===== config.mk =====
export PLATFORM = sky130hd
export DESIGN_NAME = result_writeback
export DESIGN_NICKNAME = d
export VERILOG_FILES = /design/src/source/core_pkg.sv /design/src/source/result_writeback.sv
export SDC_FILE = /design/constraint.sdc
export NUM_CORES = 2
export LEC_CHECK = 0
export BUFFER_PORTS_ARGS = -buffer_cell sky130_fd_sc_hd__buf_2
export CAP_MARGIN = 25
export CORE_MARGIN = 2
export CORE_UTILIZATION = 61
export DETAILED_ROUTE_END_ITERATION = 16
export GPL_ROUTABILITY_DRIVEN = 0
export HOLD_SLACK_MARGIN = 0.06
export PLACE_DENSITY = 0.84
export SETUP_SLACK_MARGIN = 0.5
export SYNTH_ARGS = -nofsm -noshare
export SYNTH_HDL_FRONTEND = slang
export SYNTH_SLANG_ARGS = --single-unit

===== constraint.sdc =====
create_clock -name clock -period 2.8 [get_ports clock]
set_input_delay 0.42 -clock clock [delete_from_list [all_inputs] [get_ports clock]]
set_output_delay 0.42 -clock clock [all_outputs]
set_load 0.01 [all_outputs]

===== src/source/core_pkg.sv =====
package core_pkg;

    localparam int xlen       = 64;            // data path width
    localparam int addr_width = 64;
    localparam int id_width   = 4;
    localparam int reg_count  = 32;
    localparam int reg_idx_w  = $clog2(reg_count);
    localparam logic [addr_width-1:0] reset_pc = '0;

    // fixed read attributes of every fetch
    localparam logic [2:0] axi_size_8b    = 3'b011;   // 8 bytes per beat
    localparam logic [1:0] axi_burst_incr = 2'b01;
    localparam logic [2:0] axi_prot_data  = 3'b000;   // unprivileged, secure, data

    typedef enum logic [2:0] {
        alu_add = 3'd0,
        alu_sub = 3'd1,
        alu_and = 3'd2,
        alu_or  = 3'd3,
        alu_xor = 3'd4,
        alu_sll = 3'd5,
        alu_srl = 3'd6
    } alu_op_e;

    typedef enum logic [6:0] {
        opc_op     = 7'b0110011,   // register-register
        opc_op_imm = 7'b0010011    // register-immediate
    } opcode_e;

    typedef struct packed {
        logic [addr_width-1:0] addr;
        logic [id_width-1:0]   id;
        logic [7:0]            len;
        logic [2:0]            size;
        logic [1:0]            burst;
        logic [2:0]            prot;
    } axi_ar_t;

    typedef struct packed {
        logic [xlen-1:0]     data;
        logic [1:0]          resp;
        logic                last;
        logic [id_width-1:0] id;
    } axi_r_t;

    typedef struct packed {
        logic [6:0]           funct7;
        logic [reg_idx_w-1:0] rs2;
        logic [reg_idx_w-1:0] rs1;
        logic [2:0]           funct3;
        logic [reg_idx_w-1:0] rd;
        logic [6:0]           opcode;
    } r_type_t;

    typedef struct packed {
        logic [11:0]          imm12;
        logic [reg_idx_w-1:0] rs1;
        logic [2:0]           funct3;
        logic [reg_idx_w-1:0] rd;
        logic [6:0]           opcode;
    } i_type_t;

    // one instruction word, two views
    typedef union packed {
        r_type_t r;
        i_type_t i;
    } instr_u;

    typedef struct packed {
        logic [addr_width-1:0] pc;
        instr_u                instr;
    } fetch_pkt_t;

    typedef struct packed {
        logic [addr_width-1:0] pc;
        alu_op_e               alu_op;
        logic [reg_idx_w-1:0]  rd;
        logic [reg_idx_w-1:0]  rs1;
        logic [reg_idx_w-1:0]  rs2;
        logic [xlen-1:0]       rs1_val;
        logic [xlen-1:0]       rs2_val;
        logic [xlen-1:0]       imm;      // already sign extended
        logic                  use_imm;
        logic                  write_en;
        logic                  illegal;
    } exec_op_t;

    typedef struct packed {
        logic [addr_width-1:0] pc;
        logic [reg_idx_w-1:0]  rd;
        logic [xlen-1:0]       value;
        logic                  write_en;
        logic                  illegal;
    } retire_t;

endpackage

===== src/source/result_writeback.sv =====
`timescale 1ns/1ps

module result_writeback (
    input  logic                           clock,
    input  logic                           reset,
    input  logic                           res_valid_i,
    input  core_pkg::retire_t              res_i,
    // read port for decode
    input  logic [core_pkg::reg_idx_w-1:0] rf_rs1_i,
    input  logic [core_pkg::reg_idx_w-1:0] rf_rs2_i,
    output logic [core_pkg::xlen-1:0]      rf_rs1_val_o,
    output logic [core_pkg::xlen-1:0]      rf_rs2_val_o,
    // forwarding source and retire report, same entry
    output logic                           wb_valid_o,
    output core_pkg::retire_t              wb_o,
    output logic                           retire_valid_o,
    output core_pkg::retire_t              retire_o
);
    import core_pkg::*;

    logic [xlen-1:0] rf_q [reg_count];   // x0 slot never written
    logic            wr_en;
    logic            ret_valid_q;
    retire_t         ret_q;

    assign wr_en = res_valid_i && res_i.write_en && (res_i.rd != '0);

    always_ff @(posedge clock) begin
        if (wr_en) begin
            rf_q[res_i.rd] <= res_i.value;
        end
    end

    assign rf_rs1_val_o = (rf_rs1_i == '0) ? '0 : rf_q[rf_rs1_i];
    assign rf_rs2_val_o = (rf_rs2_i == '0) ? '0 : rf_q[rf_rs2_i];

    always_ff @(posedge clock or negedge reset) begin
        if (!reset) begin
            ret_valid_q <= 1'b0;
        end else begin
            ret_valid_q <= res_valid_i;
        end
    end

    always_ff @(posedge clock) begin
        if (res_valid_i) begin
            ret_q          <= res_i;
            ret_q.write_en <= wr_en;   // reports the write actually done
        end
    end

    assign wb_valid_o     = ret_valid_q;
    assign wb_o           = ret_q;
    assign retire_valid_o = ret_valid_q;
    assign retire_o       = ret_q;

    // a result aimed at x0 retires with no write
    assert property (@(posedge clock) disable iff (!reset)
        res_valid_i && (res_i.rd == '0) |=> retire_valid_o && !retire_o.write_en)
        else $error("x0 reported as written");

endmodule


==> metrics <==
outcome=finished, violations left; violated checks=setup timing; CTS max path bufs=3; area delta synth->final=19.2%; Port Buffers=547; share of layout cells above drive strength 1=0.424; FILL cells=8,506; routed wire length=317,000 um; DR vias/cell=7.71; clk slew on worst S/H paths=0.08 ns; CTS buffer count=212; Sw Share=0.233; vias in the first global route=63.6k; top-area cell type share of the netlist area=0.661; Hold Crit Class=input port to flop; Rows=147; placed cells=7,550; asr flop ratio synth=0.000458; initial antenna violation count=7; final setup fails=126; # IOs=548; worst path required time=2.38 ns; cell leakage power=40.5 nW; largest net degree at the start of global routing=65; Final min period=3.28 ns; DIE WIDTH=407 um; # H-tree levels=4; Remaining DRCs=0; slew at the pin with the worst max-slew slack=0.856 ns; unique cell type count in the Yosys netlist=51; post-route ant nets=0; Hold Violations, Final=0; RSZ-0062 raised after global routing=yes; Die Footprint=166,000 um2; Die Height=407 um; Critical Path End Type=output port; Int Power=55.3 mW; critical path type=flop to output port; worst ir drop on vdd=0.661 mV; register bit total from synthesis=2,184; Pwr Density=610 nW/um2; max-capacitance violation count=0; # clock sinks=2,184; met1 wire length=97,300 um; Psw=16.8 mW; count leader, synth=edfxtp_1; gr usage total=0.373; met3 WL=51,200 um; WP data arrival=2.86 ns; starting density of the core=0.616; drt wl/cell=38.8 um; top cells by area, synth=edfxtp_1 66%, mux4_2 21%, mux2i_1 3.9%, buf_4 1.3%, o221ai_1 1.1%; fmax=0.305 GHz; synthesized cell area=99,200 um2; Setup WS pre-CTS=-0.273 ns; Startpoint Class=flop; Root Driver=clkbuf_16; Core ar.=161,000 um2; sequential share of power=0.509; Most used DFF post-synth=edfxtp_1; first-pass GRT wire length=442,000 um; Multi-input gate area=31,900 um2; storage element area=65,600 um2; Total Nets Final=5,975; Post-DP HPWL=175,000 um; Post-synth EDFFs=2,183; max_slew headroom=0.427; max-slew violations=0; Ys Warns=0; initial detailed-routing violation count=11.3k; Tcrit/Tclk final=1.17; drt pass-1 iters=12; grt ovf=0; Comb power frac=0.105; clock power share=0.386; syn avg cell area=20.7 um2; met2 WL post-DR=146,000 um; via count=63.0k; Post-synth top cells=2,183 x edfxtp_1, 922 x mux4_2, 388 x mux2i_1; crit-path max FO=2; fin cells=8,168; setup ws final=-0.482 ns; dominant cell type by area after synthesis=edfxtp_1; CTS tree=done; Seq/Total Area, Yosys=0.661; top sig layer=met5; Post-Synthesis Cells=4,784
-- layout make-up --
cell class	instances	area share
clock inverters	126	0.00914
well taps	2160	0.0229
multi-input cells	2150	0.269
flip-flops and latches	2184	0.555
repair buffers	1276	0.0968
diodes	5	0.000106
clock buffers	264	0.0471
inverters	3	0.000159
-- flip-flops by register name, summed over array words and instances (netlist names) --
name / cells
retire_o: 135
retire_valid_o: 1
rf_q: 2048
-- cells by family after synthesis --
| group | after synthesis | synth area share |
|---|---|---|
| buffers and inverters | 513 | 0.0306 |
| other | 1 | 0.0000378 |
| AOI/OAI and AO/OA | 547 | 0.0444 |
| muxes | 1353 | 0.253 |
| DFF | 2184 | 0.661 |
| and+or+nand+nor | 186 | 0.0104 |
-- final timing paths --
path	from	to	slack (ns)	cells after the start
max	rf_q[21][46]	rf_rs1_val_o[46]	-0.48	6
min	res_i[13]	rf_q[25][11]	0.09	1
max in group asynchronous	reset	retire_valid_o	2.32	3
min in group asynchronous	reset	retire_valid_o	0.38	3
-- metrics by stage --
stage | hold slack (ns) | instance area, um2 | power, mW | TNS [ns] | util
after global routing | 0.107 | 118000 | 73.6 | -30.49 | 0.735
after CTS | 0.0617 | 118000 | 71.8 | -27.07 | 0.731
after floorplan | 0.124 | 99700 | 41.2 | 0 | -
final | 0.0943 | 118000 | 72.1 | -25.32 | 0.735
after global placement | 0.195 | 108000 | 43.9 | -14.05 | 0.673
after detailed placement | 0.196 | 108000 | 44.1 | -13.67 | 0.673
-- critical path, stage by stage (launching register included) --
cell and delay (ns):
edfxtp_1 0.44, mux4_2 0.48, mux4_2 0.55, nor2_4 0.16, nor4_4 0.07, buf_6 0.18, buf_6 0.12
-- layout by cell type, fill, tap and decap left out, types with 64 or more instances in the layout --
cell type / synthesis / routed
edfxtp_1: 2183 / 2183
mux4_2: 922 / 922
buf_2: 88 / 462
buf_4: 171 / 420
mux2i_1: 388 / 386
clkbuf_16: 0 / 217
buf_12: 0 / 181
o221ai_1: 123 / 123
dlygate4sd3_1: 0 / 119
a22o_1: 107 / 107
a211o_1: 97 / 97
buf_6: 47 / 82
o22ai_1: 69 / 66
conb_1: 1 / 64
-- power groups by stage --
stage | clock network (mW) | logic (mW) | registers (mW)
2_1_floorplan | 0 | 3.81 | 37.4
3_3_place_gp | 0 | 6.60 | 37.3
3_5_place_dp | 0 | 6.72 | 37.3
4_1_cts | 27.8 | 7.28 | 36.7
5_1_grt | 29.1 | 7.77 | 36.7
6_report | 27.9 | 7.56 | 36.7
-- metal layers --
layer  track usage  vias to the layer above
li1              -                    22900
met1         0.476                    31600
met2         0.572                     6963
met3         0.118                     1511
met4         0.217                        8
met5             0                        -
-- what timing repair did --
action,CTS,global route
pin swaps,257,35
setup endpoints to repair,128,128
endpoints found under the hold margin,1243,0
buffers inserted,58,41
gates resized for setup,214,37
hold buffers,119,0
cloned,1,2
Note: power is estimated with default switching activity, not from simulation.
