### src/source/core_pkg.sv
package core_pkg;

    localparam int xlen       = 64;            // data path width
    localparam int addr_width = 64;
    localparam int id_width   = 4;
    localparam int reg_count  = 32;
    localparam int reg_idx_w  = $clog2(reg_count);
    localparam logic [addr_width-1:0] reset_pc = '0;

    // fixed read attributes of every fetch
    localparam logic [2:0] axi_size_8b    = 3'b011;   // 8 bytes per beat
    localparam logic [1:0] axi_burst_incr = 2'b01;
    localparam logic [2:0] axi_prot_data  = 3'b000;   // unprivileged, secure, data

    typedef enum logic [2:0] {
        alu_add = 3'd0,
        alu_sub = 3'd1,
        alu_and = 3'd2,
        alu_or  = 3'd3,
        alu_xor = 3'd4,
        alu_sll = 3'd5,
        alu_srl = 3'd6
    } alu_op_e;

    typedef enum logic [6:0] {
        opc_op     = 7'b0110011,   // register-register
        opc_op_imm = 7'b0010011    // register-immediate
    } opcode_e;

    typedef struct packed {
        logic [addr_width-1:0] addr;
        logic [id_width-1:0]   id;
        logic [7:0]            len;
        logic [2:0]            size;
        logic [1:0]            burst;
        logic [2:0]            prot;
    } axi_ar_t;

    typedef struct packed {
        logic [xlen-1:0]     data;
        logic [1:0]          resp;
        logic                last;
        logic [id_width-1:0] id;
    } axi_r_t;

    typedef struct packed {
        logic [6:0]           funct7;
        logic [reg_idx_w-1:0] rs2;
        logic [reg_idx_w-1:0] rs1;
        logic [2:0]           funct3;
        logic [reg_idx_w-1:0] rd;
        logic [6:0]           opcode;
    } r_type_t;

    typedef struct packed {
        logic [11:0]          imm12;
        logic [reg_idx_w-1:0] rs1;
        logic [2:0]           funct3;
        logic [reg_idx_w-1:0] rd;
        logic [6:0]           opcode;
    } i_type_t;

    // one instruction word, two views
    typedef union packed {
        r_type_t r;
        i_type_t i;
    } instr_u;

    typedef struct packed {
        logic [addr_width-1:0] pc;
        instr_u                instr;
    } fetch_pkt_t;

    typedef struct packed {
        logic [addr_width-1:0] pc;
        alu_op_e               alu_op;
        logic [reg_idx_w-1:0]  rd;
        logic [reg_idx_w-1:0]  rs1;
        logic [reg_idx_w-1:0]  rs2;
        logic [xlen-1:0]       rs1_val;
        logic [xlen-1:0]       rs2_val;
        logic [xlen-1:0]       imm;      // already sign extended
        logic                  use_imm;
        logic                  write_en;
        logic                  illegal;
    } exec_op_t;

    typedef struct packed {
        logic [addr_width-1:0] pc;
        logic [reg_idx_w-1:0]  rd;
        logic [xlen-1:0]       value;
        logic                  write_en;
        logic                  illegal;
    } retire_t;

endpackage
### src/source/fetch_ctrl.sv
`timescale 1ns/1ps

module fetch_ctrl (
    input  logic                            clock,
    input  logic                            reset,
    input  logic                            run_i,
    // request to the read interface
    output logic                            rw_valid_o,
    output logic [core_pkg::addr_width-1:0] rw_addr_o,
    input  logic                            rw_ready_i,
    input  logic [core_pkg::xlen-1:0]       data_read_i,
    // to decode
    output logic                            fetch_valid_o,
    output core_pkg::fetch_pkt_t            fetch_o
);
    import core_pkg::*;

    logic [addr_width-1:0] pc_q;

    always_ff @(posedge clock or negedge reset) begin
        if (!reset) begin
            pc_q <= reset_pc;
        end else if (rw_ready_i) begin
            pc_q <= pc_q + addr_width'(4);    // no branches, always sequential
        end
    end

    assign rw_valid_o    = run_i;                          // no new request while halted
    assign rw_addr_o     = {pc_q[addr_width-1:3], 3'b000}; // line address
    assign fetch_valid_o = rw_ready_i;                     // one instruction per ready

    always_comb begin
        fetch_o.pc    = pc_q;
        // pc bit 2 picks the half of the line
        fetch_o.instr = pc_q[2] ? data_read_i[63:32] : data_read_i[31:0];
    end

    // pc always on a word boundary
    assert property (@(posedge clock) disable iff (!reset)
        pc_q[1:0] == 2'b00)
        else $error("pc lost word alignment");

endmodule

### config.mk
export PLATFORM = sky130hd
export DESIGN_NAME = fetch_ctrl
export DESIGN_NICKNAME = d
export VERILOG_FILES = /design/src/source/core_pkg.sv /design/src/source/fetch_ctrl.sv
export SDC_FILE = /design/constraint.sdc
export NUM_CORES = 1
export LEC_CHECK = 0
export ABC_AREA = 0
export BUFFER_PORTS_ARGS = -buffer_cell sky130_fd_sc_hd__buf_4
export CELL_PAD_IN_SITES_DETAIL_PLACEMENT = 0
export CELL_PAD_IN_SITES_GLOBAL_PLACEMENT = 1
export CORE_ASPECT_RATIO = 0.9
export CORE_UTILIZATION = 28
export DETAILED_ROUTE_END_ITERATION = 7
export GPL_ROUTABILITY_DRIVEN = 0
export PLACE_DENSITY_LB_ADDON = 0.1
export SLEW_MARGIN = 20
export SYNTH_ARGS = -nofsm -noshare
export SYNTH_HDL_FRONTEND = slang
export SYNTH_SLANG_ARGS = --single-unit
export TNS_END_PERCENT = 30
### constraint.sdc
create_clock -name clock -period 2 [get_ports clock]
set_input_delay 0.2 -clock clock [delete_from_list [all_inputs] [get_ports clock]]
set_output_delay 0.2 -clock clock [all_outputs]
set_load 0.03 [all_outputs]
==> impl_metrics.py <==
metrics = {
    "status": {
        "outcome": "finished with violations",
        "violations": "design-rule violations",
    },
    "power_and_ir_drop": {
        "ir_worst_vdd_mv": 0.741,
        "p_leak_nw": 3.07,
        "power.total_mw": 5.09,
        "powerDensity_nw_per_um2": 850,
    },
    "worst_setup_path": {
        "start_kind": "register",
        "cp_slowest_stage_delay_ps": 530,
        "ff2ff_setup_slack_ps": 50,
        "rr_startpoint": "pc_q[3]$_DFFE_PN0P_",
        "path_delay_family": "simple AND/OR/NAND/NOR gates",
        "rr_endpoint": "pc_q[58]$_DFFE_PN0P_",
        "cp_max_fo": 4,
        "path_cells": "ha_4, nand4_1, or4_4, nor4_4, buf_4, nand4_1, xnor2_1",
        "cpMostUsedCell": "nand4_1",
        "crit_path_top_delay_cell": "or4_4",
        "arrival_ps": 2160,
        "crit_type": "reg -> reg",
        "r2r_cells": 7,
        "required_ps": 2210,
        "crit_buf_inv": 1,
        "end_kind": "register",
    },
    "grt": {
        "grt_pass1_wl_um": 17600,
        "grt_util_met3": 0.0434,
        "grt_pass1_vias": 3350,
        "gr-max-usage-layer": "met2",
        "antenna_found_initial": 0,
        "grt_use_met1": 0.203,
        "use_met2": 0.271,
        "grt_overflow": 0,
        "grt_max_degree": 63,
        "grtUsageTotal": 0.159,
    },
    "layout": {
        "fin_area_um2": 5990,
        "fillers": 1290,
        "mostFrequentLayoutCell": "buf_4",
        "synthToLayoutAreaGrowth_pct": 57.1,
        "utilization": 0.450,
        "antennaDiodeCount": 0,
        "final_cell_mix": "buf_4, dfrtp_1, xnor2_1",
        "fin_nets": 660,
        "reg_top3": "pc_q: 62 flops",
        "top_register": "pc_q",
        "drive_above_1_share": 0.591,
        "largest_register_ffs": 62,
    },
    "worst_hold_path": {
        "hold_path_class": "in -> reg",
        "worstHoldStart": "rw_ready_i",
        "hold_depth": 3,
        "holdPathEnd": "pc_q[2]$_DFFE_PN0P_",
    },
    "clock_tree": {
        "cts_buffers": 9,
        "clock_latency_ps": 330,
        "cts.path.max_buffers": 2,
        "h-tree-depth": 3,
        "clk_pin_slew_ps": 50,
        "cts_sinks": 62,
        "cts_tree": "built",
        "cts-root-buf": "clkbuf_16",
    },
    "timing": {
        "period_share": 0.975,
        "worstMarginPinSlew_ps": 794,
        "rsz0062_at_grt": "yes",
        "setup_violations": 0,
        "finClkSkew_ps": 6.26,
        "hold_violations": 0,
        "slew-limit-headroom": 0.470,
        "fmax_ghz": 0.513,
        "min_period_ps": 1950,
        "report.final.slew_viol_count": 0,
    },
    "synthesis": {
        "yosysUniqueCellTypes": 31,
        "synth-seq-cells": 62,
        "syn_area_um2": 3810,
        "synth_warnings": 0,
        "postSynthAreaPerCell_um2": 10.2,
        "syn_inst": 375,
        "yosysSeqAreaShare": 0.407,
    },
    "route": {
        "wirelength_um": 11200,
        "drt_iter0_drc": 114,
        "first_pass_iters": 8,
        "drc": 20,
        "viasPerCell": 4.51,
        "routedWlPerCell_um": 14.6,
        "ant_nets": 0,
        "num_vias": 3445,
    },
    "place": {
        "place.detailed.hpwl_um": 8800,
        "io_buffers": 222,
        "placed_area_um2": 5610,
    },
    "floorplan": {
        "die_width_um": 125,
        "die_height_um": 113,
        "die_area_um2": 14100,
        "coreArea_um2": 13300,
        "io_pins": 230,
        "rows": 40,
        "start_util": 0.286,
    },
    "flow_run": {
        "maxCapViolations": 0,
    },
}
## Yosys cell counts
library cell	count	share of area
mux2_2	33	0.098
nor2_1	15	0.015
nor4_4	1	0.0056
nor4b_1	1	0.0023
nand3_1	21	0.028
conb_1	1	0.00098
nand3_2	1	0.0026
xnor2_1	38	0.087
nand2_1	29	0.029
or2_2	1	0.0016
buf_1	3	0.0030
xor2_1	23	0.053
nand4_1	21	0.034
nor3_1	8	0.011
and2_1	2	0.0033
ha_1	1	0.0033
dfrtp_1	62	0.41
or4_1	1	0.0020
inv_1	3	0.0030
nor3b_1	1	0.0020
nor4_1	6	0.0099
nor4_2	2	0.0066
and4_1	6	0.014
or4_4	1	0.0030
or2_0	1	0.0016
clkbuf_1	3	0.0030
nor4b_2	1	0.0039
buf_2	1	0.0013
and3_1	18	0.030
or3_1	2	0.0033
buf_4	68	0.13
## power by group
| group | internal (mW) | switching, mW |
|---|---|---|
| Combinational | 0.926 | 1.21 |
| Sequential | 1.33 | 0.0545 |
| Clock | 1.02 | 0.537 |
## layout make-up
cell class | instances | area [um2] | share of cell area
clock inverter | 4 | 45.0 | 0.00752
tap | 168 | 210 | 0.0351
inverter | 3 | 11.3 | 0.00188
multi-input combinational | 239 | 1820 | 0.304
sequential | 62 | 1570 | 0.261
clock buffer | 12 | 256 | 0.0428
timing repair buffer | 276 | 2080 | 0.347
## worst min-delay path, stage by stage
cell and delay (ps):
buf_4 90, buf_4 150, xor2_1 70
## worst max path at each step
stage	from	end	slack [ps]	cells after the start
floorplan	pc_q[9]$_DFFE_PN0P_	pc_q[53]$_DFFE_PN0P_	-110	5
global placement	pc_q[2]$_DFFE_PN0P_	pc_q[58]$_DFFE_PN0P_	80	7
detailed placement	pc_q[2]$_DFFE_PN0P_	pc_q[36]$_DFFE_PN0P_	6	7
CTS	pc_q[2]$_DFFE_PN0P_	pc_q[58]$_DFFE_PN0P_	9	7
global route	pc_q[3]$_DFFE_PN0P_	pc_q[36]$_DFFE_PN0P_	-50	7
finish	pc_q[3]$_DFFE_PN0P_	pc_q[58]$_DFFE_PN0P_	50	7
## metrics by stage
step / worst slack, ps / setup TNS (ps) / instances / hold WS (ps)
after floorplan: -107 / -694 / 379 / -95.6
after global placement: 80.5 / 0 / 745 / 347
after detailed placement: 5.83 / 0 / 745 / 348
after CTS: 9.19 / 0 / 762 / 212
after global routing: -50.8 / -268 / 764 / 223
final: 49.5 / 0 / 764 / 219
## cell families after synthesis
kind of cell               Yosys count  synth area share
other                                1          0.000984
xor gates and xnor gates            61             0.140
and+or+nand+nor                    139             0.207
DFF                                 62             0.407
muxes                               33            0.0975
buffers and inverters               78             0.144
adders and majority gates            1           0.00328
## layer usage
layer  up-vias  routed length [um]  share of wire
met4         0                  61         0.0055
met1      1648                4850           0.43
met2       126                5570           0.50
met3         9                 676          0.061
li1       1662                   -              -
met5         -                   0              0
## what timing repair did
item / in CTS / in global routing
setup endpoints to repair: 32 / 15
pin swaps: 0 / 8
gates cloned: 0 / 0
hold buffers: 1 / 0
buffers inserted: 0 / 2
hold endpoints to repair: 45 / 0
gates resized for setup: 1 / 7
Note: power is estimated with default switching activity, not from simulation.
