[src/source/core_pkg.sv]
package core_pkg;

    localparam int xlen       = 64;            // data path width
    localparam int addr_width = 64;
    localparam int id_width   = 4;
    localparam int reg_count  = 32;
    localparam int reg_idx_w  = $clog2(reg_count);
    localparam logic [addr_width-1:0] reset_pc = '0;

    // fixed read attributes of every fetch
    localparam logic [2:0] axi_size_8b    = 3'b011;   // 8 bytes per beat
    localparam logic [1:0] axi_burst_incr = 2'b01;
    localparam logic [2:0] axi_prot_data  = 3'b000;   // unprivileged, secure, data

    typedef enum logic [2:0] {
        alu_add = 3'd0,
        alu_sub = 3'd1,
        alu_and = 3'd2,
        alu_or  = 3'd3,
        alu_xor = 3'd4,
        alu_sll = 3'd5,
        alu_srl = 3'd6
    } alu_op_e;

    typedef enum logic [6:0] {
        opc_op     = 7'b0110011,   // register-register
        opc_op_imm = 7'b0010011    // register-immediate
    } opcode_e;

    typedef struct packed {
        logic [addr_width-1:0] addr;
        logic [id_width-1:0]   id;
        logic [7:0]            len;
        logic [2:0]            size;
        logic [1:0]            burst;
        logic [2:0]            prot;
    } axi_ar_t;

    typedef struct packed {
        logic [xlen-1:0]     data;
        logic [1:0]          resp;
        logic                last;
        logic [id_width-1:0] id;
    } axi_r_t;

    typedef struct packed {
        logic [6:0]           funct7;
        logic [reg_idx_w-1:0] rs2;
        logic [reg_idx_w-1:0] rs1;
        logic [2:0]           funct3;
        logic [reg_idx_w-1:0] rd;
        logic [6:0]           opcode;
    } r_type_t;

    typedef struct packed {
        logic [11:0]          imm12;
        logic [reg_idx_w-1:0] rs1;
        logic [2:0]           funct3;
        logic [reg_idx_w-1:0] rd;
        logic [6:0]           opcode;
    } i_type_t;

    // one instruction word, two views
    typedef union packed {
        r_type_t r;
        i_type_t i;
    } instr_u;

    typedef struct packed {
        logic [addr_width-1:0] pc;
        instr_u                instr;
    } fetch_pkt_t;

    typedef struct packed {
        logic [addr_width-1:0] pc;
        alu_op_e               alu_op;
        logic [reg_idx_w-1:0]  rd;
        logic [reg_idx_w-1:0]  rs1;
        logic [reg_idx_w-1:0]  rs2;
        logic [xlen-1:0]       rs1_val;
        logic [xlen-1:0]       rs2_val;
        logic [xlen-1:0]       imm;      // already sign extended
        logic                  use_imm;
        logic                  write_en;
        logic                  illegal;
    } exec_op_t;

    typedef struct packed {
        logic [addr_width-1:0] pc;
        logic [reg_idx_w-1:0]  rd;
        logic [xlen-1:0]       value;
        logic                  write_en;
        logic                  illegal;
    } retire_t;

endpackage
[src/source/axi_fetch_if.sv]
`timescale 1ns/1ps

module axi_fetch_if (
    input  logic                            clock,
    input  logic                            reset,
    // fetch side
    input  logic                            rw_valid_i,
    input  logic [core_pkg::addr_width-1:0] rw_addr_i,   // 8-byte aligned
    output logic                            rw_ready_o,
    output logic [core_pkg::xlen-1:0]       data_read_o,
    // read address channel
    output logic                            axi_ar_valid_o,
    output core_pkg::axi_ar_t               axi_ar_o,
    input  logic                            axi_ar_ready_i,
    // read data channel
    input  logic                            axi_r_valid_i,
    input  core_pkg::axi_r_t                axi_r_i,
    output logic                            axi_r_ready_o
);
    import core_pkg::*;

    typedef enum logic [1:0] {
        st_idle     = 2'b00,
        st_ar_wait  = 2'b01,
        st_r_wait   = 2'b11,
        st_trans_ok = 2'b10
    } rd_state_e;

    rd_state_e             state_q;
    rd_state_e             state_d;
    logic [addr_width-1:0] addr_q;     // address of the held line
    logic [xlen-1:0]       line_q;     // held line
    logic                  addr_hit;

    assign addr_hit = (rw_addr_i == addr_q);

    always_ff @(posedge clock or negedge reset) begin
        if (!reset) begin
            state_q <= st_idle;
        end else begin
            state_q <= state_d;
        end
    end

    always_comb begin
        state_d = state_q;
        case (state_q)
            st_idle: begin
                if (rw_valid_i) begin
                    state_d = st_ar_wait;
                end
            end
            st_ar_wait: begin
                if (axi_ar_ready_i) begin      // request accepted
                    state_d = st_r_wait;
                end
            end
            st_r_wait: begin
                if (axi_r_valid_i && axi_r_i.last) begin
                    state_d = st_trans_ok;
                end
            end
            st_trans_ok: begin
                // line stays put while run is off, refetch only on a new line
                if (rw_valid_i && !addr_hit) begin
                    state_d = st_ar_wait;
                end
            end
            default: begin
                state_d = st_idle;
            end
        endcase
    end

    // address at the AR handshake, data on the last beat
    always_ff @(posedge clock) begin
        if (state_q == st_ar_wait && axi_ar_ready_i) begin
            addr_q <= rw_addr_i;
        end
        if (state_q == st_r_wait && axi_r_valid_i && axi_r_i.last) begin
            line_q <= axi_r_i.data;
        end
    end

    assign rw_ready_o     = (state_q == st_trans_ok) && rw_valid_i && addr_hit;
    assign data_read_o    = line_q;
    assign axi_ar_valid_o = (state_q == st_ar_wait);
    assign axi_r_ready_o  = (state_q == st_r_wait);   // one beat awaited

    always_comb begin
        axi_ar_o       = '0;             // id zero
        axi_ar_o.addr  = rw_addr_i;      // pc does not move until the line is back
        axi_ar_o.len   = 8'd0;           // single beat
        axi_ar_o.size  = axi_size_8b;
        axi_ar_o.burst = axi_burst_incr;
        axi_ar_o.prot  = axi_prot_data;
    end

    // request held steady until the slave takes it
    assert property (@(posedge clock) disable iff (!reset)
        axi_ar_valid_o && !axi_ar_ready_i |=> axi_ar_valid_o && $stable(axi_ar_o))
        else $error("ar request changed before handshake");

    // a beat only comes back for an accepted request
    assert property (@(posedge clock) disable iff (!reset)
        axi_r_valid_i |-> state_q == st_r_wait)
        else $error("r_valid outside r_wait");

endmodule

[config.mk]
export PLATFORM = sky130hd
export DESIGN_NAME = axi_fetch_if
export DESIGN_NICKNAME = d
export VERILOG_FILES = /design/src/source/core_pkg.sv /design/src/source/axi_fetch_if.sv
export SDC_FILE = /design/constraint.sdc
export NUM_CORES = 1
export LEC_CHECK = 0
export BUFFER_PORTS_ARGS = -buffer_cell sky130_fd_sc_hd__buf_4
export CORE_AREA = 2 2 112 114
export CTS_CLUSTER_DIAMETER = 40
export DETAILED_ROUTE_END_ITERATION = 12
export DIE_AREA = 0 0 114 116
export GPL_ROUTABILITY_DRIVEN = 0
export GPL_TIMING_DRIVEN = 1
export PLACE_DENSITY = 0.8
export SYNTH_ARGS = -nofsm -noshare
export SYNTH_HDL_FRONTEND = slang
export SYNTH_SLANG_ARGS = --single-unit
export TNS_END_PERCENT = 50
[constraint.sdc]
create_clock -name clock -period 4.9 [get_ports clock]
set_input_delay 0.735 -clock clock [delete_from_list [all_inputs] [get_ports clock]]
set_output_delay 0.735 -clock clock [all_outputs]
set_load 0.01 [all_outputs]
==> results.py <==
metrics = {
    "die": {
        "rows": 40,
        "dieWidth_um": 114,
        "core_area_um2": 11910,
        "start_util": 0.4443,
        "die_height_um": 116,
        "io_pins": 291,
        "die_area_um2": 13220,
    },
    "clock_network": {
        "cts_sinks": 130,
        "ctsResizeCount": 0,
        "ctsRootBufferMaster": "clkbuf_16",
        "cts_tree": "done",
        "numCtsBuffers": 17,
        "post_cts_buffers": 0,
        "cts_htree_levels": 4,
        "insertion_delay_ns": 0.41,
        "clockBufferDepth": 2,
        "hold_buffers": 0,
        "clkTransAtPathRegs_ns": 0.05,
    },
    "synthesis": {
        "syn_inst": 313,
        "synth.distinct_cells": 15,
        "synthXorXnorAreaFrac": 0.1059,
        "synth-seq-cells": 130,
        "synth.area.mux_share": 0,
        "yosys.area_share.adder": 0,
        "yosysTopAreaCell": "edfxtp_1",
        "syn_area_per_cell_um2": 16.91,
        "yosysSeqAreaShare": 0.7357,
        "netlist.area_leader.share": 0.7262,
        "ys_warn_count": 0,
        "synth_top_family_by_area": "buffers and inverters",
        "syn-cell-area_um2": 5293,
        "synthTopCellsByArea": "edfxtp_1, buf_4, xor2_1",
        "synth-simple-area-share": 0.03310,
        "synth_compound_area_frac": 0.003310,
    },
    "drt": {
        "vias": 3148,
        "postRouteAntennaNets": 0,
        "wl_met2_um": 6565,
        "routedWlPerCell_um": 17.43,
        "wirelength_um": 12060,
        "drt_iter0_drc": 190,
        "wl_met3_um": 839,
        "drtPass1Iterations": 4,
        "via_per_inst": 4.549,
        "wl_met1_um": 4418,
        "top_layer": "met4",
        "drc": 0,
    },
    "timing": {
        "max_freq_mhz": 315.8,
        "finalCriticalPeriod_ns": 3.167,
        "finalHoldViolations": 0,
        "finalSetupTns_ns": 0,
        "slew_viol_final": 0,
        "setup_viol": 0,
        "fin_crit_sh": 0.6462,
        "tightest_slew_ns": 1.082,
        "grt_setup_unrepaired": "false",
        "slew_headroom": 0.2767,
        "fin_skew_ns": 0.005962,
    },
    "place": {
        "hpwl_um": 9264,
        "port_buffers": 264,
        "placed_cells": 660,
    },
    "global_routing": {
        "antenna_found_initial": 0,
        "grt_pass1_vias": 3088,
        "grt_max_degree": 66,
        "grt_usage": 0.1737,
        "grt_first_pass_wirelength_um": 16660,
        "grt-ovfl-total": 0,
    },
    "critical_path": {
        "worst_setup_path_end_kind": "primary output",
        "start_kind": "input port",
        "reg2reg_from": "state_q[1]",
        "worst-r2r-setup-slack_ns": 2.74,
        "arrival_ns": 2.43,
        "reg2reg_depth": 2,
        "cp_max_fo": 3,
        "timing.rr.end": "addr_q[19]",
        "crit_type": "in2out",
        "cp.required_ns": 4.16,
    },
    "power": {
        "vdd_drop_max_mv": 0.2426,
        "leakagePower_uw": 0.003131,
        "power.density_nw_per_um2": 387.7,
    },
    "finish": {
        "fill_cells": 864,
        "drive_gt1_frac": 0.5450,
        "nets": 672,
        "area_growth_pct": 41.13,
        "final_cells": 692,
        "final_cell_mix": "buf_4, edfxtp_1, xor2_1",
        "final_common_cell": "buf_4",
        "antenna_cells": 0,
    },
    "hold_path": {
        "hold_path_class": "in2async",
    },
    "outcome": {
        "status": "finished, final reports clean",
    },
    "flow_run": {
        "maxCapViolCount": 0,
    },
}
## layout make-up
type | instances | area (um2) | area share
clock inverters | 9 | 82.58 | 0.01106
multi-input cells | 115 | 837.1 | 0.1121
flip-flops and latches | 130 | 3894 | 0.5213
inverters | 2 | 7.507 | 0.001005
clock buffers | 23 | 467.9 | 0.06265
repair buffers | 266 | 1997 | 0.2673
well taps | 147 | 183.9 | 0.02462
## cell families (layout without fill, tap and decap cells)
| kind of cell | count (synthesis) | in the layout |
|---|---|---|
| flops | 130 | 130 |
| buf+inv | 86 | 300 |
| xor+xnor | 64 | 64 |
| simple gates | 29 | 29 |
| other cells | 2 | 20 |
| compound gates | 2 | 2 |
## worst max-delay path, stage by stage
cell     delay, ns
buf_4         0.12
xor2_1        0.13
nor4_1        0.40
nand4_1       0.23
nor4_2        0.41
and4_1        0.26
buf_4         0.13
## metal layers
layer	vias up	track usage
met5	-	0
met2	152	0.2909
met1	1512	0.2008
li1	1465	-
met4	0	0.08049
met3	19	0.06276
## metrics by stage
step	power [uW]	hold WS, ns	util	cell area (um2)	worst slack [ns]
floorplan	1569	0.4394	-	5360	0.9348
global placement	1742	0.5185	0.5809	6919	1.774
global route	2998	0.08084	0.6271	7470	1.598
detailed placement	1756	0.5218	0.5809	6919	1.723
CTS	2922	0.07926	0.6271	7470	1.694
finish	2896	0.1049	0.6271	7470	1.733
## cell usage after synthesis
cell	number
a2bb2oi_1	1
nor4_2	1
nand4_1	4
inv_1	2
nor4_1	16
a311oi_1	1
nand2_1	2
edfxtp_1	128
buf_4	84
conb_1	2
dfrtp_1	2
nor2_1	4
xor2_1	64
and4_1	1
and3_1	1
## how the worst max path moves through the flow
stage,from,endpoint,slack [ns],depth (start not counted)
after floorplan,axi_ar_ready_i,addr_q[0],0.93,2
after global placement,rw_addr_i[35],rw_ready_o,1.77,7
after detailed placement,rw_addr_i[35],rw_ready_o,1.72,7
after CTS,rw_addr_i[28],rw_ready_o,1.69,7
after global routing,rw_addr_i[35],rw_ready_o,1.60,7
final,rw_addr_i[35],rw_ready_o,1.73,7
## flip-flops by register name, summed over array words and instances, names as in the netlist
signal / flops
state_q: 2
data_read_o: 64
addr_q: 64
## where the power goes
group	total [uW]	switching [uW]	internal, uW
clock	1160	442	723
combinational	366	185	181
sequential	1370	32.7	1330
total	2900	660	2240
Power figures use the tool's default switching activity.
