===== src/source/core_pkg.sv =====
package core_pkg;

    localparam int xlen       = 64;            // data path width
    localparam int addr_width = 64;
    localparam int id_width   = 4;
    localparam int reg_count  = 32;
    localparam int reg_idx_w  = $clog2(reg_count);
    localparam logic [addr_width-1:0] reset_pc = '0;

    // fixed read attributes of every fetch
    localparam logic [2:0] axi_size_8b    = 3'b011;   // 8 bytes per beat
    localparam logic [1:0] axi_burst_incr = 2'b01;
    localparam logic [2:0] axi_prot_data  = 3'b000;   // unprivileged, secure, data

    typedef enum logic [2:0] {
        alu_add = 3'd0,
        alu_sub = 3'd1,
        alu_and = 3'd2,
        alu_or  = 3'd3,
        alu_xor = 3'd4,
        alu_sll = 3'd5,
        alu_srl = 3'd6
    } alu_op_e;

    typedef enum logic [6:0] {
        opc_op     = 7'b0110011,   // register-register
        opc_op_imm = 7'b0010011    // register-immediate
    } opcode_e;

    typedef struct packed {
        logic [addr_width-1:0] addr;
        logic [id_width-1:0]   id;
        logic [7:0]            len;
        logic [2:0]            size;
        logic [1:0]            burst;
        logic [2:0]            prot;
    } axi_ar_t;

    typedef struct packed {
        logic [xlen-1:0]     data;
        logic [1:0]          resp;
        logic                last;
        logic [id_width-1:0] id;
    } axi_r_t;

    typedef struct packed {
        logic [6:0]           funct7;
        logic [reg_idx_w-1:0] rs2;
        logic [reg_idx_w-1:0] rs1;
        logic [2:0]           funct3;
        logic [reg_idx_w-1:0] rd;
        logic [6:0]           opcode;
    } r_type_t;

    typedef struct packed {
        logic [11:0]          imm12;
        logic [reg_idx_w-1:0] rs1;
        logic [2:0]           funct3;
        logic [reg_idx_w-1:0] rd;
        logic [6:0]           opcode;
    } i_type_t;

    // one instruction word, two views
    typedef union packed {
        r_type_t r;
        i_type_t i;
    } instr_u;

    typedef struct packed {
        logic [addr_width-1:0] pc;
        instr_u                instr;
    } fetch_pkt_t;

    typedef struct packed {
        logic [addr_width-1:0] pc;
        alu_op_e               alu_op;
        logic [reg_idx_w-1:0]  rd;
        logic [reg_idx_w-1:0]  rs1;
        logic [reg_idx_w-1:0]  rs2;
        logic [xlen-1:0]       rs1_val;
        logic [xlen-1:0]       rs2_val;
        logic [xlen-1:0]       imm;      // already sign extended
        logic                  use_imm;
        logic                  write_en;
        logic                  illegal;
    } exec_op_t;

    typedef struct packed {
        logic [addr_width-1:0] pc;
        logic [reg_idx_w-1:0]  rd;
        logic [xlen-1:0]       value;
        logic                  write_en;
        logic                  illegal;
    } retire_t;

endpackage

===== src/source/instr_decode.sv =====
`timescale 1ns/1ps

module instr_decode (
    input  logic                           clock,
    input  logic                           reset,
    input  logic                           fetch_valid_i,
    input  core_pkg::fetch_pkt_t           fetch_i,
    // register file read port
    output logic [core_pkg::reg_idx_w-1:0] rf_rs1_o,
    output logic [core_pkg::reg_idx_w-1:0] rf_rs2_o,
    input  logic [core_pkg::xlen-1:0]      rf_rs1_val_i,
    input  logic [core_pkg::xlen-1:0]      rf_rs2_val_i,
    // to execute
    output logic                           op_valid_o,
    output core_pkg::exec_op_t             op_o
);
    import core_pkg::*;

    instr_u   instr;
    exec_op_t op_d;
    logic     legal;

    assign instr    = fetch_i.instr;
    assign rf_rs1_o = instr.r.rs1;   // same bit slots in both formats
    assign rf_rs2_o = instr.r.rs2;   // don't care for i-type

    always_comb begin
        op_d         = '0;
        op_d.pc      = fetch_i.pc;
        op_d.rd      = instr.r.rd;
        op_d.rs1     = instr.r.rs1;
        op_d.rs2     = instr.r.rs2;
        op_d.rs1_val = rf_rs1_val_i;
        op_d.rs2_val = rf_rs2_val_i;
        op_d.imm     = {{(xlen-12){instr.i.imm12[11]}}, instr.i.imm12};
        op_d.alu_op  = alu_add;
        legal        = 1'b1;
        case (instr.r.opcode)
            opc_op: begin
                case ({instr.r.funct7, instr.r.funct3})
                    {7'b0000000, 3'b000}: op_d.alu_op = alu_add;
                    {7'b0100000, 3'b000}: op_d.alu_op = alu_sub;
                    {7'b0000000, 3'b111}: op_d.alu_op = alu_and;
                    {7'b0000000, 3'b110}: op_d.alu_op = alu_or;
                    {7'b0000000, 3'b100}: op_d.alu_op = alu_xor;
                    {7'b0000000, 3'b001}: op_d.alu_op = alu_sll;
                    {7'b0000000, 3'b101}: op_d.alu_op = alu_srl;
                    default:              legal = 1'b0;
                endcase
            end
            opc_op_imm: begin
                op_d.use_imm = 1'b1;
                case (instr.i.funct3)
                    3'b000:  op_d.alu_op = alu_add;   // addi
                    3'b111:  op_d.alu_op = alu_and;   // andi
                    3'b110:  op_d.alu_op = alu_or;    // ori
                    3'b100:  op_d.alu_op = alu_xor;   // xori
                    default: legal = 1'b0;            // shifts by imm not supported
                endcase
            end
            default: begin
                legal = 1'b0;
            end
        endcase
        op_d.write_en = legal;   // illegal retires without a write
        op_d.illegal  = !legal;
    end

    always_ff @(posedge clock or negedge reset) begin
        if (!reset) begin
            op_valid_o <= 1'b0;
        end else begin
            op_valid_o <= fetch_valid_i;
        end
    end

    always_ff @(posedge clock) begin
        if (fetch_valid_i) begin
            op_o <= op_d;
        end
    end

endmodule


===== config.mk =====
export PLATFORM = sky130hd
export DESIGN_NAME = instr_decode
export DESIGN_NICKNAME = d
export VERILOG_FILES = /design/src/source/core_pkg.sv /design/src/source/instr_decode.sv
export SDC_FILE = /design/constraint.sdc
export NUM_CORES = 1
export LEC_CHECK = 0
export ABC_AREA = 1
export BUFFER_PORTS_ARGS = -buffer_cell sky130_fd_sc_hd__buf_2
export CORE_AREA = 8 8 195 197
export DETAILED_ROUTE_END_ITERATION = 8
export DIE_AREA = 0 0 203 205
export GPL_TIMING_DRIVEN = 0
export HOLD_SLACK_MARGIN = 0.12
export PLACE_DENSITY = 0.51
export SLEW_MARGIN = 15
export SYNTH_ARGS = -nofsm -noshare
export SYNTH_HDL_FRONTEND = slang
export SYNTH_SLANG_ARGS = --single-unit
export TNS_END_PERCENT = 30

===== constraint.sdc =====
create_clock -name clock -period 4.56 [get_ports clock]
set_input_delay 0.456 -clock clock [delete_from_list [all_inputs] [get_ports clock]]
set_output_delay 0.456 -clock clock [all_outputs]
set_load 0.05 [all_outputs]

==> results of run 1 <==
## placed cells by master (no fill, tap or decap), types with 2 or more instances in the layout
master	count
buf_4	67
nand3_1	5
nand2_1	21
nor3_4	2
clkbuf_16	27
buf_2	513
nand3_2	2
dlygate4sd3_1	213
nor2_1	8
inv_1	14
clkinv_2	4
bufinv_16	6
buf_16	3
edfxtp_1	220
clkinvlp_4	3
clkinv_1	5
## cells by family (layout without fill, tap and decap cells)
family                 count (synthesis)  in the layout  share of synthesized area, %
and+or+nand+nor                       42             42                         2.967
buffers and inverters                 81            859                         7.485
DFF                                  221            221                         89.35
AOI/OAI and AO/OA                      3              3                        0.2021
## flip-flops by register name, indices dropped and copies added, names as in the netlist
register	cells
op_o	220
op_valid_o	1
## path summary, 6_finish.rpt
| kind | from | end | cells past startpoint |
|---|---|---|---|
| max in group asynchronous | reset | op_valid_o$_DFF_PN0_ | 2 |
| min in group asynchronous | reset | op_valid_o$_DFF_PN0_ | 2 |
| min | fetch_i[23] | op_o[198]$_DFFE_PP_ | 1 |
| max | op_o[14]$_DFFE_PP_ | op_o[33] | 3 |
## per-stage QoR
stage / total power, uW / std cells / utilization, %
after floorplan: 3299 / 347 / -
after global placement: 3670 / 1322 / 30.23
after detailed placement: 3673 / 1325 / 30.50
after CTS: 6128 / 1586 / 39.29
after global routing: 6268 / 1586 / 39.29
final: 6044 / 1586 / 39.29
## power by group through the flow
stage	Sequential, uW	Combinational, uW	Clock (uW)
after floorplan	3060	235	0
after global placement	2510	1160	0
after detailed placement	2500	1170	0
after CTS	2460	1320	2340
after global routing	2480	1360	2430
final	2460	1310	2270
## area by class of cell
class                   count  area (sq um)  area share, %
flip-flops and latches    221          6631          48.27
repair buffers            730          4797          34.92
clock buffers              28         679.4          4.946
well taps                 461         576.8          4.199
plain buffers              67         503.0          3.662
clock inverters            20         261.5          1.904
multi-input cells          45         235.2          1.712
inverters                  14         52.55         0.3825
## what timing repair did
action	4_1_cts	5_1_grt
endpoints found under the hold margin	213	0
hold buffers	213	0
gates resized for setup	0	0
## metal layers
layer / global-route usage (%) / routed length [microns]
met1: 12.83 / 9805
met2: 21.85 / 13980
met5: 0 / 0
met4: 3.885 / 589
met3: 5.202 / 2782
==> results.py, run 1 <==
metrics = {
    "run_status": {
        "status": "finished clean",
    },
    "setup_path": {
        "critPathSlowestCell": "edfxtp_1",
        "startpoint_type_of_the_worst_setup_path": "flop",
        "timing.critical_path.required_ns": 4.10,
        "critical_path_peak_fanout": 32,
        "cp_slowest_stage_delay_ns": 0.83,
        "worstPathCellList": "buf_16, buf_4, buf_2",
        "critical_path_capture_point_type": "output port",
        "cpLargestDelayFamily": "flip-flops",
        "worst-endpoint-arrival_ns": 1.97,
        "path_buf_inv": 3,
        "critical_path_class": "reg -> out",
    },
    "global_route": {
        "gr-total-overflow": 0,
        "first_pass_grt_wire_length_mm": 39.10,
        "global_route.usage.total_pct": 12.21,
        "number_of_antenna_violations_at_the_first_check_in_global_routing": 1,
        "grt_max_degree": 108,
        "grt_pass1_vias": 6503,
    },
    "synth": {
        "syn_avg_cell_area_sq_um": 21.39,
        "synth_seq_cells": 221,
        "synthTopCellsByArea": "edfxtp_1, buf_4, nand2_1",
        "most_frequently_used_cell_type_in_the_post_synthesis_netlist": "edfxtp_1",
        "synthCells": 347,
        "ffs_w_async_s_r_synth_pct": 0.4525,
        "synth_area_leader_cell": "edfxtp_1",
        "synth.distinct_cells": 16,
        "yosys.area.top_type_share_pct": 89.01,
        "synthesized_cell_area_sq_um": 7422,
        "synthesis.yosys.warnings": 0,
        "post_synth_most_frequent_cells": "edfxtp_1, buf_4, nand2_1",
        "synthFlopType": "edfxtp_1",
        "synth-seq-area-share_pct": 89.35,
        "number_of_enable_flip_flop_cells_after_synthesis": 220,
        "syn_nets": 574,
    },
    "finish": {
        "flow.area_growth_from_synthesis_pct": 85.08,
        "non_filler_cell_area_final_sq_um": 13740,
        "num-fill-cells": 3294,
        "nNetsFinal": 1332,
        "antennaDiodeCount": 0,
        "final_layout_size_suffix_gt1_share_pct": 56.27,
    },
    "routing": {
        "drt_first_pass_iters": 4,
        "finalWirelength_mm": 27.16,
        "detailed_route_via_count": 5778,
        "drc": 0,
        "avgViaCountPerCell": 3.643,
        "drt_iter0_drc": 223,
        "antenna_left": 0,
        "wl_per_cell_microns": 17.12,
    },
    "power": {
        "comb_power_share_pct": 21.7,
        "power.share.switching_pct": 30.33,
        "powerDensity_nw_per_um2": 440.0,
        "ir_worst_vdd_uv": 338.0,
        "p_clk_share_pct": 37.6,
        "power_leakage_uw": 0.006072,
        "seq_power_share_pct": 40.7,
        "p_sw_uw": 1833,
        "power.internal_uw": 4211,
    },
    "placed_design": {
        "number_of_buffers_added_on_ports": 514,
        "placed_cell_area_sq_um": 10660,
        "place_hpwl_mm": 19.92,
        "pre_cts_slack_ns": 2.629,
        "gp_congestion": 0.8049,
    },
    "floorplanning": {
        "fp.dieW_microns": 203,
        "floorplan.initialDensity_pct": 21.23,
        "fp-row-count": 69,
        "floorplan.die.height_microns": 205,
        "fp.coreArea_sq_um": 34960,
        "dieArea_sq_um": 41620,
        "design.portCount": 515,
    },
    "min_path": {
        "hp-class": "in -> reg",
    },
    "clock_network": {
        "cts_tree": "built",
        "cts_max_level": 1,
        "numClockSinks": 221,
        "clock-root-buffer": "clkbuf_16",
        "cts_inserted_buffers": 26,
        "postCtsSetupBuffers": 0,
        "cts_buffer_depth": 3,
        "path_clk_slew_ns": 0.06,
    },
    "timing": {
        "timing.final.setup_violations": 0,
        "timing.final.max_slew_violations": 0,
        "worst_hold_slack_ns": 0.1598,
        "transition_time_of_the_tightest_slew_check_pin_ns": 0.7490,
        "setup_slack_ns": 2.130,
        "fin_crit_ns": 2.430,
        "timing.final.crit_share_pct": 53.29,
        "rsz0062_at_grt": "false",
        "worst_slew_margin_rel_pct": 50.07,
        "clock.fmax_ghz": 0.4115,
        "hold_viol_final": 0,
        "fin_tns_setup_ns": 0,
    },
    "flow_run": {
        "max_capacitance_violation_total": 0,
    },
}
Power figures use the tool's default switching activity.
==> run 2, diff against run 1 <==
Settings changed: CORE_AREA 8 8 195 197 to 8 8 194 196, DIE_AREA 0 0 203 205 to 0 0 202 204, PLACE_DENSITY 0.51 to 0.53.
Clock period 4.56 ns to 2 ns, I/O delays scaled along.
==> run 2 against run 1 <==
  * Flip-flop and latch count unchanged
  * Die area down 0.98%
  * First-iteration DRC count down 26%
  * Cell area up 0.17%
  * Routed wire length up 1.2%
  * Worst hold slack better by 0.011 ns
  * Global-route usage up 0.27 points
==> results.py, run 2 (synthesis results as in run 1) <==
metrics = {
    "run_status": {
        "status": "finished clean",
    },
    "floorplanning": {
        "design.portCount": 515,
        "floorplan.die.height_microns": 204,
        "fp.coreArea_sq_um": 34790,
        "fp.dieW_microns": 202,
        "dieArea_sq_um": 41210,
        "fp-row-count": 69,
        "floorplan.initialDensity_pct": 21.33,
    },
    "timing": {
        "fin_crit_ns": 1.812,
        "rsz0062_at_grt": "false",
        "transition_time_of_the_tightest_slew_check_pin_ns": 0.5945,
        "timing.final.max_slew_violations": 0,
        "fin_tns_setup_ns": 0,
        "hold_viol_final": 0,
        "timing.final.crit_share_pct": 90.59,
        "timing.final.setup_violations": 0,
        "clock.fmax_ghz": 0.5519,
        "worst_slew_margin_rel_pct": 60.37,
    },
    "flow_run": {
        "max_capacitance_violation_total": 0,
    },
    "clock_network": {
        "path_clk_slew_ns": 0.06,
        "numClockSinks": 221,
        "cts_max_level": 1,
        "cts_tree": "built",
        "post_cts_resized": 0,
        "cts_inserted_buffers": 26,
        "cts_buffer_depth": 3,
        "clock-root-buffer": "clkbuf_16",
    },
    "setup_path": {
        "cpLargestDelayFamily": "buffers and inverters",
        "worst-endpoint-arrival_ns": 1.61,
        "crit_path_start": "op_o[14]$_DFFE_PP_",
        "cp_slowest_stage_delay_ns": 0.46,
        "path_buf_inv": 3,
        "timing.critical_path.required_ns": 1.80,
        "critPathSlowestCell": "edfxtp_1",
        "critical_path_capture_point_type": "output port",
        "critical_path_peak_fanout": 32,
        "worstPathCellList": "buf_8, buf_4, buf_2",
        "startpoint_type_of_the_worst_setup_path": "flop",
        "critical_path_class": "reg -> out",
    },
    "finish": {
        "multiInputGateArea_sq_um": 235.2,
        "final_cells": 1595,
        "final_layout_size_suffix_gt1_share_pct": 55.64,
        "flow.area_growth_from_synthesis_pct": 85.40,
        "mostFrequentLayoutCells": "buf_2, dlygate4sd3_1, edfxtp_1",
        "layout.cells.most_common": "buf_2",
        "num-fill-cells": 3199,
        "largest_reg_flops": 220,
        "register_containing_the_most_flip_flops_in_the_final_layout": "op_o",
        "reg_top3": "op_o x220, op_valid_o x1",
        "nNetsFinal": 1344,
        "non_filler_cell_area_final_sq_um": 13760,
        "final_util_pct": 39.55,
        "seq_area_sq_um": 6631,
        "antennaDiodeCount": 0,
    },
    "power": {
        "power_leakage_uw": 0.006088,
        "ir_worst_vdd_uv": 630.3,
        "comb_power_share_pct": 22.4,
        "seq_power_share_pct": 41.7,
        "p_total_uw": 13440,
        "p_sw_uw": 4101,
        "powerDensity_nw_per_um2": 976.8,
        "power.share.switching_pct": 30.51,
        "power.internal_uw": 9340,
        "p_clk_share_pct": 35.8,
    },
    "routing": {
        "finalWirelength_mm": 27.50,
        "drc": 0,
        "wl_per_cell_microns": 17.24,
        "detailed_route_via_count": 5913,
        "antenna_left": 0,
        "drt_first_pass_iters": 4,
        "avgViaCountPerCell": 3.707,
        "drt_iter0_drc": 166,
    },
    "global_route": {
        "number_of_antenna_violations_at_the_first_check_in_global_routing": 1,
        "grt.met2_usage_pct": 22.67,
        "use_met3_pct": 5.294,
        "grt_met1_usage_pct": 12.57,
        "grt_max_degree": 107,
        "gr-total-overflow": 0,
        "first_pass_grt_wire_length_mm": 39.91,
        "grt_pass1_vias": 6741,
        "grt-busiest-layer": "met2",
        "global_route.usage.total_pct": 12.48,
    },
    "min_path": {
        "hp-class": "in -> reg",
        "min_to": "op_o[210]$_DFFE_PP_",
        "worstHoldPathCells": 5,
        "min_from": "fetch_i[14]",
    },
    "placed_design": {
        "gp_congestion": 0.7902,
        "number_of_buffers_added_on_ports": 514,
        "placed_cell_area_sq_um": 10650,
        "dp_cells": 1325,
        "place_hpwl_mm": 19.59,
    },
}
[run 2: cell count changes in the layout (fill, tap and decap cells not counted), sizes merged]
cell,before,now
buf,584,587
bufinv,6,4
clkbuf,28,31
clkinv,9,8
clkinvlp,3,1
dlygate4sd3,213,222
inv,16,15
[run 2: cell type report]
type	count	area share, %
clock buffer	31	5.019
sequential	221	48.19
timing repair buffer	742	35.59
clock inverter	14	1.264
tap	461	4.192
buffer	67	3.655
inverter	14	0.3819
multi-input combinational	45	1.709
[run 2: worst min-delay path: stages]
cell,delay (ns)
buf_2,0.13
nand2_1,0.06
inv_1,0.07
nand3_2,0.07
nand2_1,0.06
[run 2: through the flow]
stage	hold slack [ns]	setup WS, ns
finish	0.1712	0.1881
global placement	-0.02311	-2.322
floorplan	-0.09559	0.01957
global route	0.1727	0.09039
detailed placement	-0.01749	0.3027
CTS	0.1398	0.1617
[run 2: how the worst max path moves through the flow]
stage	end	slack, ns	cells after the start
after floorplan	op_o[15]	0.02	1
after global placement	op_o[217]$_DFFE_PP_	-2.32	1
after detailed placement	op_o[52]	0.30	3
after CTS	op_o[52]	0.16	3
after global routing	op_o[21]	0.09	3
final	op_o[33]	0.19	3
[run 2: metal layers]
layer  vias to the layer above  wire, microns
met4                         2            782
met1                      2772           9619
met3                        46           2758
met2                       334          14320
met5                         -             13
li1                       2759              -
[run 2: timing repair]
action                                 CTS  global route
setup endpoints to repair               52             0
setup buffers                            3             0
endpoints found under the hold margin  229             0
hold buffers                           222             0
[run 2: power groups by stage]
stage	Clock (uW)	Combinational, uW	Sequential [uW]
global route	5150	3130	5650
detailed placement	0	2660	5710
finish	4820	3010	5610
floorplan	0	536	6990
CTS	4980	3030	5610
global placement	0	2630	5730
